`config.mk`:
```
export PLATFORM = sky130hd
export DESIGN_NAME = lambert_shade
export DESIGN_NICKNAME = d
export VERILOG_FILES = /design/src/common/fix_pkg.sv /design/src/common/shade_pkg.sv /design/src/common/dot_stream_if.sv /design/src/shade/light_dot.sv /design/src/shade/color_scale.sv /design/src/shade/pixel_pack.sv /design/src/hw/lambert_shade.sv
export VERILOG_INCLUDE_DIRS = /design/src /design/src/common
export SDC_FILE = /design/constraint.sdc
export NUM_CORES = 2
export LEC_CHECK = 0
export ABC_AREA = 1
export BUFFER_PORTS_ARGS = -buffer_cell sky130_fd_sc_hd__buf_2
export CORE_ASPECT_RATIO = 2
export CORE_MARGIN = 10
export CORE_UTILIZATION = 40
export CTS_CLUSTER_SIZE = 8
export DETAILED_ROUTE_END_ITERATION = 10
export PLACE_DENSITY = 0.6
export SYNTH_ARGS = -nofsm -noshare
export SYNTH_HDL_FRONTEND = slang
export SYNTH_HIERARCHICAL = 1
export SYNTH_SLANG_ARGS = --single-unit
```
`constraint.sdc`:
```
create_clock -name aclk -period 8.86 [get_ports aclk]
set_input_delay 0 -clock aclk [delete_from_list [all_inputs] [get_ports aclk]]
set_output_delay 0 -clock aclk [all_outputs]
set_load 0.01 [all_outputs]
```
`src/common/shade_defines.svh`:
```
`ifndef SHADE_DEFINES_SVH
`define SHADE_DEFINES_SVH

// fixed-point word, signed Q8.8
`define FIX_W     16
`define FIX_FRAC  8

// point light location in Q8.8 (0, 7, 7)
`define LIGHT_X   16'sh0000
`define LIGHT_Y   16'sh0700
`define LIGHT_Z   16'sh0700

// byte per colour channel
`define COLOR_W   8

`define SPHERE_R  8'd0
`define SPHERE_G  8'd255
`define SPHERE_B  8'd0

`define CYL_R     8'd255
`define CYL_G     8'd255
`define CYL_B     8'd255

// dot product is divided by 2**DOT_SHIFT before colouring
`define DOT_SHIFT 4

`endif

```
`src/common/fix_pkg.sv`:
```
`include "shade_defines.svh"

package fix_pkg;

  typedef logic signed [`FIX_W-1:0] fix_t;
  typedef fix_t [2:0] fix_vec_t;                   // [0] x, [1] y, [2] z

  // a full product and the sum of three of them
  typedef logic signed [2*`FIX_W-1:0] fix_prod_t;
  typedef logic signed [2*`FIX_W+1:0] fix_wide_t;

  localparam fix_t FIX_MAX = {1'b0, {(`FIX_W-1){1'b1}}};
  localparam fix_t FIX_MIN = {1'b1, {(`FIX_W-1){1'b0}}};

  // product of two Q8.8 words, brought back to Q8.8 scale
  function automatic fix_prod_t fix_mul(fix_t a, fix_t b);
    return fix_prod_t'(a) * fix_prod_t'(b) >>> `FIX_FRAC;
  endfunction

  function automatic fix_t fix_sat(fix_wide_t v);
    if (v > fix_wide_t'(FIX_MAX))
      return FIX_MAX;
    else if (v < fix_wide_t'(FIX_MIN))
      return FIX_MIN;
    else
      return v[`FIX_W-1:0];
  endfunction

endpackage

```
`src/common/shade_pkg.sv`:
```
`include "shade_defines.svh"

package shade_pkg;

  typedef enum logic {
    SHAPE_SPHERE   = 1'b0,
    SHAPE_CYLINDER = 1'b1
  } shape_e;

  typedef logic [`COLOR_W-1:0] color_t;

  // red sits in the top byte of the pixel word
  typedef struct packed {
    color_t r;
    color_t g;
    color_t b;
  } rgb_t;

  typedef union packed {
    logic [3*`COLOR_W-1:0] raw;
    rgb_t                  rgb;
  } pixel_u;

  // unsigned colour times signed scaled dot, still carrying the Q8.8 fraction
  typedef logic signed [`FIX_W+`COLOR_W:0] chan_t;

  localparam chan_t CHAN_MAX = (1 << `COLOR_W) - 1;

endpackage

```
`src/common/dot_stream_if.sv`:
```
`timescale 1ns/1ps

// one dot product with its shape flag, valid/ready handshake
interface dot_stream_if
  import fix_pkg::*, shade_pkg::*;
  ();

  fix_t   dot;
  shape_e shape;
  logic   valid;
  logic   ready;

  modport src (
    output dot,
    output shape,
    output valid,
    input  ready
  );

  modport dst (
    input  dot,
    input  shape,
    input  valid,
    output ready
  );

endinterface

```
`src/shade/light_dot.sv`:
```
`timescale 1ns/1ps
`include "shade_defines.svh"

module light_dot
  import fix_pkg::*, shade_pkg::*;
(
  input  logic             aclk,
  input  logic             arst_n,
  input  fix_vec_t         hit_tdata,
  input  logic             hit_tvalid,
  output logic             hit_tready,
  input  fix_vec_t         normal_tdata,
  input  shape_e           normal_tuser,
  input  logic             normal_tvalid,
  output logic             normal_tready,
  dot_stream_if.src        out
);

  localparam fix_vec_t LIGHT = {`LIGHT_Z, `LIGHT_Y, `LIGHT_X};

  logic      join_ok;

  logic      s1_valid;
  logic      s1_ready;
  fix_vec_t  s1_dir;
  fix_vec_t  s1_nrm;
  shape_e    s1_shape;

  logic      s2_valid;
  logic      s2_ready;
  fix_prod_t s2_prod [3];
  shape_e    s2_shape;

  logic      s3_valid;
  logic      s3_ready;
  fix_t      s3_dot;
  shape_e    s3_shape;

  fix_wide_t sum;

  assign s3_ready = !s3_valid || out.ready;
  assign s2_ready = !s2_valid || s3_ready;
  assign s1_ready = !s1_valid || s2_ready;

  // both streams move together, so pairs stay matched in arrival order
  assign join_ok       = hit_tvalid && normal_tvalid && s1_ready;
  assign hit_tready    = join_ok;
  assign normal_tready = join_ok;

  always_ff @(posedge aclk or negedge arst_n) begin
    if (!arst_n) begin
      s1_valid <= 1'b0;
      s2_valid <= 1'b0;
      s3_valid <= 1'b0;
    end else begin
      if (s1_ready) s1_valid <= join_ok;
      if (s2_ready) s2_valid <= s1_valid;
      if (s3_ready) s3_valid <= s2_valid;
    end
  end

  // the sum keeps full width, saturation happens only once at the end
  assign sum = fix_wide_t'(s2_prod[0]) + fix_wide_t'(s2_prod[1]) + fix_wide_t'(s2_prod[2]);

  always_ff @(posedge aclk) begin
    if (join_ok) begin
      for (int i = 0; i < 3; i++) begin
        s1_dir[i] <= LIGHT[i] - hit_tdata[i];  // wraps at fix_t width
      end
      s1_nrm   <= normal_tdata;
      s1_shape <= normal_tuser;
    end
    if (s1_valid && s2_ready) begin
      for (int i = 0; i < 3; i++) begin
        s2_prod[i] <= fix_mul(s1_dir[i], s1_nrm[i]);
      end
      s2_shape <= s1_shape;
    end
    if (s2_valid && s3_ready) begin
      s3_dot   <= fix_sat(sum);
      s3_shape <= s2_shape;
    end
  end

  assign out.dot   = s3_dot;
  assign out.shape = s3_shape;
  assign out.valid = s3_valid;

  // a stalled result must reach color_scale unchanged
  a_out_hold: assert property (@(posedge aclk) disable iff (!arst_n)
    out.valid && !out.ready |=> out.valid && $stable(out.dot) && $stable(out.shape));

  a_out_rst: assert property (@(posedge aclk) !arst_n |-> !out.valid);

endmodule

```
`src/shade/color_scale.sv`:
```
`timescale 1ns/1ps
`include "shade_defines.svh"

module color_scale
  import fix_pkg::*, shade_pkg::*;
(
  input  logic      aclk,
  input  logic      arst_n,
  dot_stream_if.dst in,
  output chan_t     ch_r,
  output chan_t     ch_g,
  output chan_t     ch_b,
  output logic      ch_valid,
  input  logic      ch_ready
);

  localparam rgb_t SPHERE_COLOR = {`SPHERE_R, `SPHERE_G, `SPHERE_B};
  localparam rgb_t CYL_COLOR    = {`CYL_R, `CYL_G, `CYL_B};

  logic stage_ready;
  fix_t scaled;
  rgb_t color;

  // colour byte is unsigned, widen with a zero sign bit before the product
  function automatic chan_t chan_mul(color_t c, fix_t s);
    return chan_t'($signed({1'b0, c})) * chan_t'(s);
  endfunction

  assign stage_ready = !ch_valid || ch_ready;
  assign in.ready    = stage_ready;

  assign scaled = in.dot >>> `DOT_SHIFT;   // divide by sixteen, rounds toward minus infinity
  assign color  = (in.shape == SHAPE_CYLINDER) ? CYL_COLOR : SPHERE_COLOR;

  always_ff @(posedge aclk or negedge arst_n) begin
    if (!arst_n) begin
      ch_valid <= 1'b0;
    end else if (stage_ready) begin
      ch_valid <= in.valid;
    end
  end

  // the FIX_FRAC shift is left to pixel_pack
  always_ff @(posedge aclk) begin
    if (in.valid && stage_ready) begin
      ch_r <= chan_mul(color.r, scaled);
      ch_g <= chan_mul(color.g, scaled);
      ch_b <= chan_mul(color.b, scaled);
    end
  end

  a_ch_hold: assert property (@(posedge aclk) disable iff (!arst_n)
    ch_valid && !ch_ready |=> ch_valid && $stable(ch_r) && $stable(ch_g) && $stable(ch_b));

endmodule

```
`src/shade/pixel_pack.sv`:
```
`timescale 1ns/1ps
`include "shade_defines.svh"

module pixel_pack
  import shade_pkg::*;
(
  input  logic   aclk,
  input  logic   arst_n,
  input  chan_t  ch_r,
  input  chan_t  ch_g,
  input  chan_t  ch_b,
  input  logic   ch_valid,
  output logic   ch_ready,
  output pixel_u pixel,
  output logic   pixel_valid,
  input  logic   pixel_ready
);

  logic   stage_ready;
  pixel_u pix_d;

  // drop the fraction and saturate into one byte
  function automatic color_t clamp_chan(chan_t c);
    chan_t s;
    s = c >>> `FIX_FRAC;
    if (s < 0)
      return '0;
    else if (s > CHAN_MAX)
      return CHAN_MAX[`COLOR_W-1:0];
    else
      return s[`COLOR_W-1:0];
  endfunction

  assign stage_ready = !pixel_valid || pixel_ready;
  assign ch_ready    = stage_ready;

  always_comb begin
    pix_d.rgb.r = clamp_chan(ch_r);
    pix_d.rgb.g = clamp_chan(ch_g);
    pix_d.rgb.b = clamp_chan(ch_b);
  end

  always_ff @(posedge aclk or negedge arst_n) begin
    if (!arst_n) begin
      pixel_valid <= 1'b0;
    end else if (stage_ready) begin
      pixel_valid <= ch_valid;
    end
  end

  always_ff @(posedge aclk) begin
    if (ch_valid && stage_ready) begin
      pixel <= pix_d;
    end
  end

  a_pix_rst: assert property (@(posedge aclk) !arst_n |-> !pixel_valid);

endmodule

```
`src/hw/lambert_shade.sv`:
```
`timescale 1ns/1ps

module lambert_shade
  import fix_pkg::*, shade_pkg::*;
(
  input  logic                      aclk,
  input  logic                      arst_n,
  input  fix_vec_t                  hit_tdata,
  input  logic                      hit_tvalid,
  output logic                      hit_tready,
  input  fix_vec_t                  normal_tdata,
  input  shape_e                    normal_tuser,
  input  logic                      normal_tvalid,
  output logic                      normal_tready,
  output logic [$bits(pixel_u)-1:0] pixel_tdata,
  output logic                      pixel_tvalid,
  input  logic                      pixel_tready
);

  dot_stream_if dot_link ();

  chan_t  ch_r;
  chan_t  ch_g;
  chan_t  ch_b;
  logic   ch_valid;
  logic   ch_ready;
  pixel_u pixel;

  light_dot light_dot0 (
    .aclk          (aclk),
    .arst_n        (arst_n),
    .hit_tdata     (hit_tdata),
    .hit_tvalid    (hit_tvalid),
    .hit_tready    (hit_tready),
    .normal_tdata  (normal_tdata),
    .normal_tuser  (normal_tuser),
    .normal_tvalid (normal_tvalid),
    .normal_tready (normal_tready),
    .out           (dot_link.src)
  );

  color_scale color_scale0 (
    .aclk     (aclk),
    .arst_n   (arst_n),
    .in       (dot_link.dst),
    .ch_r     (ch_r),
    .ch_g     (ch_g),
    .ch_b     (ch_b),
    .ch_valid (ch_valid),
    .ch_ready (ch_ready)
  );

  pixel_pack pixel_pack0 (
    .aclk        (aclk),
    .arst_n      (arst_n),
    .ch_r        (ch_r),
    .ch_g        (ch_g),
    .ch_b        (ch_b),
    .ch_valid    (ch_valid),
    .ch_ready    (ch_ready),
    .pixel       (pixel),
    .pixel_valid (pixel_tvalid),
    .pixel_ready (pixel_tready)
  );

  assign pixel_tdata = pixel.raw;  // red in bits 23:16

endmodule

```
After elaboration in Yosys (flattened, before gate mapping)
Memory sizes are Yosys's and may differ from the RTL's.
Index checks and enable logic that the tools add are counted.
- flip-flop bits (word level): 207
- RAM bits: 96
- bits of input ports: 102
- word-level logic and storage cells: 64
- memories: 1
- $add $sub $neg: 5
- multiply operators: 6
- order comparisons: 8
- mux-type cells: 7
- reductions and logical operators: 16
- memory list (memory ; depth ; bits a word ; rd ports ; clocked after Yosys merged registers in ; wr ports ; RTL line ; source):
    light_dot0.s2_prod ; 3 ; 32 ; 3 ; 0 ; 3 ; light_dot.sv:31 ; fix_prod_t s2_prod [3];
- operator list (operator ; number):
    $mul 16x16->32 ; 3
    $mul 9x12->21 ; 3
    $gt 13x9->1 const B ; 3
    $lt 13x1->1 const B ; 3
    $add 33x32->34 ; 1
    $gt 34x16->1 const B ; 1
    $lt 34x16->1 const B ; 1
    $add 32x32->33 ; 1
    $sub 12x16->16 const A ; 2
    $mux 24 ; 1
    $mux 8 ; 3
    $mux 16 ; 1
    $sub 1x16->16 const A ; 1
    $logic_and 1x1->1 ; 6
    $logic_not 1->1 ; 5
    $logic_or 1x1->1 ; 5
    $mux 1 ; 2

Depth between registers and ports, before layout
- depth after elaboration: 8
- depth in mapped cells: 26

Modules after synthesis
Netlist, hierarchy kept.
- by module, submodules not included (module ; times used ; cells an instance ; area an instance (um^2) ; sequential area each (um^2)):
    light_dot ; 1 ; 4653 ; 39646.8 ; 5690.5
    color_scale ; 1 ; 968 ; 7479.7 ; 1286.2
    pixel_pack ; 1 ; 102 ; 1088.5 ; 745.7

Worst setup path before layout
Ideal clock, no wire load.
- path kind: reg-to-reg
- start: register light_dot0/s1_nrm[21] (netlist name)
- end: memory light_dot0/s2_prod[0][52] (netlist name) (data pin)
- setup time: 0.252 ns
- data arrival time: 5.439 ns
- slack: 3.168 ns
- stages on the path, launching flop included: 21
- path through: edfxtp_1 > clkbuf_1 > clkbuf_1 > nand2_1 > fa_1 > inv_1 > fa_1 > fa_1 > fa_1 > fa_1 > inv_1 > fa_1 > inv_1 > ha_1 > a21oi_1 > nand2_1 > a221o_1 > a21oi_1 > nand2_1 > nand2_1 > nand2_1
- RTL lines (what ; RTL line ; source):
    from (decl) ; light_dot.sv:26 ; fix_vec_t s1_nrm;
    from (signal assigned) ; light_dot.sv:70 ; s1_nrm <= normal_tdata;
    to (decl) ; light_dot.sv:31 ;

==> results.md <==
- Status: finished clean
- Synth Area per Inst: 8.36 µm²
- Number of antenna violations at the first check in global routing: 2
- Clock latency on the worst-skew pair: 0.61 ns
- Final Max Slew Viols: 0
- H-tree Lvls: 2
- Post-synthesis net count: 7026
- Clk_skew: 0.0354 ns
- Tcrit/Tclk final: 75.3%
- FP Rows: 178
- Tightest Pin Transition: 1.04 ns
- DIE AREA: 0.134 mm²
- Via/cell ratio: 4.78
- Global-route wire length before repair: 204000 µm
- Clk buf depth: 3
- Io pins: 129
- Postcts setup bufs: 0
- GP Congestion: 0.935
- ANT nets after route: 0
- Gr usage total: 19.3%
- M2 GR Usage: 39.9%
- Largest net degree at the start of global routing: 74
- Hold Crit Class: in -> reg
- Share of cells above drive strength 1: 4.96%
- Layout area overhead: 8.49%
- Clock Root Buffer: clkbuf_16
- Die Y: 507 µm
- Met3 Track Usage GR: 1.55%
- YS warnings: 6
- R2R Path End: light_dot0/s2_prod[0][21]
- Fin area: 0.0515 mm²
- Final #Nets: 7126
- CP Max Fanout: 16
- Crit path arrival time: 7.01 ns
- GR peak layer: met2
- Via count: 35000
- Vias in the first global route: 39600
- Reg clk slew, reported paths: 0.06 ns
- Critical path class: reg -> reg
- Worst hold start: hit_tdata[23]
- CTS tree: yes
- GR Overflow Total: 0
- Met1 Usage GRT: 17.7%
- Die width: 264 µm
- Buffers added on ports: 128
- CP required: 9.20 ns
- Resize count post-CTS: 0
- R2R setup slack: 2.19 ns
- Worst setup SP type: flop
- Final setup TNS: 0 ns
- Number of CTS-inserted buffers: 36
- Initial Utilization: 40.3%
- Routed WL per cell: 17.2 µm
- DRT Wirelength: 126000 µm
- Final Hold Vio Count: 0
- DR pass1 iterations: 8
- Initial detailed-routing violation count: 1612
- # setup viols final: 0
- RSZ-0062 raised after global routing: false
- Core area: 0.118 mm²
- Reg2Reg Launch Point: light_dot0/s1_dir[15]
- Crit end category: flop
- Fmax achieved: 0.150 GHz
- Total clock sinks: 238
- Post-DP HPWL: 106000 µm
- Syn Inst Count: 5678
- Synth Cell Area: 0.0475 mm²
- Worst reg2reg path depth: 17
- Total of max-cap violations: 0
- Placed inst area: 0.0492 mm²
- Hold Path Sink: light_dot0/s1_dir[27]
- Min cycle time layout: 6.67 ns
- Relative slew margins: 30.6%
- WHS Path Cells: 5
- DRC Markers: 0
-- what timing repair did --
item / CTS / global route
endpoints found under the setup margin: 0 / 0
hold endpoints to repair: 106 / 0
hold buffers: 131 / 0
-- worst max-delay path: stages (launching register included) --
cell and delay [ns]:
edfxtp_1 0.66, nand2_1 0.22, inv_1 0.11, fa_1 0.84, fa_1 0.53, fa_1 0.51, fa_1 0.53, fa_1 0.50
inv_1 0.05, fa_1 0.48, inv_1 0.04, ha_1 0.40, nand2_1 0.16, nor4_1 0.47, nand2_1 0.10, o211ai_1 0.49
a21oi_1 0.15, xor2_1 0.17
-- flip-flops by register name, indices dropped and copies added (netlist names) --
register,flops
light_dot0/s1_valid,1
color_scale0/ch_b,13
light_dot0/out.valid,1
color_scale0/ch_valid,1
light_dot0/s1_dir,48
light_dot0/s1_nrm,48
pixel_pack0/pixel_valid,1
light_dot0/s2_shape,1
light_dot0/out.shape,1
light_dot0/s1_shape,1
color_scale0/ch_g,13
light_dot0/out.dot,12
pixel_pack0/pixel,24
light_dot0/s2_valid,1
light_dot0/s2_prod,72
-- cell type report --
| class | instances | area, µm² |
|---|---|---|
| fillers | 11600 | 66300 |
| multi-input cells | 3495 | 32900 |
| flip-flops and latches | 238 | 7120 |
| inverters | 1740 | 6540 |
| repair buffers | 267 | 2010 |
| well taps | 1530 | 1910 |
| clock buffers | 46 | 958 |
| clock inverters | 5 | 53.8 |
| diodes | 2 | 5.00 |
-- cell usage in the layout (no fill, tap or decap), types with 10 or more instances in the layout --
cell type,n
nand2_2,41
nand2_1,1310
o21ai_0,60
fa_1,902
clkbuf_16,36
buf_2,128
xnor2_1,70
edfxtp_1,233
inv_2,10
a21o_1,17
nor3_1,36
a21oi_1,170
ha_1,344
nand4_1,25
nor2_2,12
inv_1,1728
xor2_1,104
nor2_1,191
or2_2,15
dlygate4sd3_1,131
o21bai_1,13
nor4_1,10
nand3_1,90
-- worst max path at each step --
stage	start	end
3_5_place_dp	light_dot0/s1_dir[15]	light_dot0/s2_prod[0][17]
5_1_grt	light_dot0/s1_nrm[1]	light_dot0/s2_prod[0][21]
6_report	light_dot0/s1_dir[15]	light_dot0/s2_prod[0][21]
3_3_place_gp	light_dot0/s1_nrm[1]	light_dot0/s2_prod[0][21]
4_1_cts	light_dot0/s1_dir[15]	light_dot0/s2_prod[0][21]
2_1_floorplan	light_dot0/s1_nrm[21]	light_dot0/s2_prod[0][52]
-- per-stage QoR --
step	cells	hold WS, ns	setup slack [ns]	util [%]
2_1_floorplan	5678	-0.296	3.17	-
3_3_place_gp	7139	-0.180	2.17	41.7
3_5_place_dp	7139	-0.176	2.17	41.7
4_1_cts	7321	0.0208	2.12	43.7
5_1_grt	7323	0.0802	1.87	43.7
6_report	7323	0.0511	2.19	43.7
-- per-layer routing --
metal,vias up,part of all wire [%]
met3,338,2.6
met5,-,0
li1,16500,-
met4,0,6.2
met1,17400,32
met2,760,59
Power is left out: the tool's default activity adds up to more than one toggle a clock period on the data nets, which glitch-free logic cannot reach.
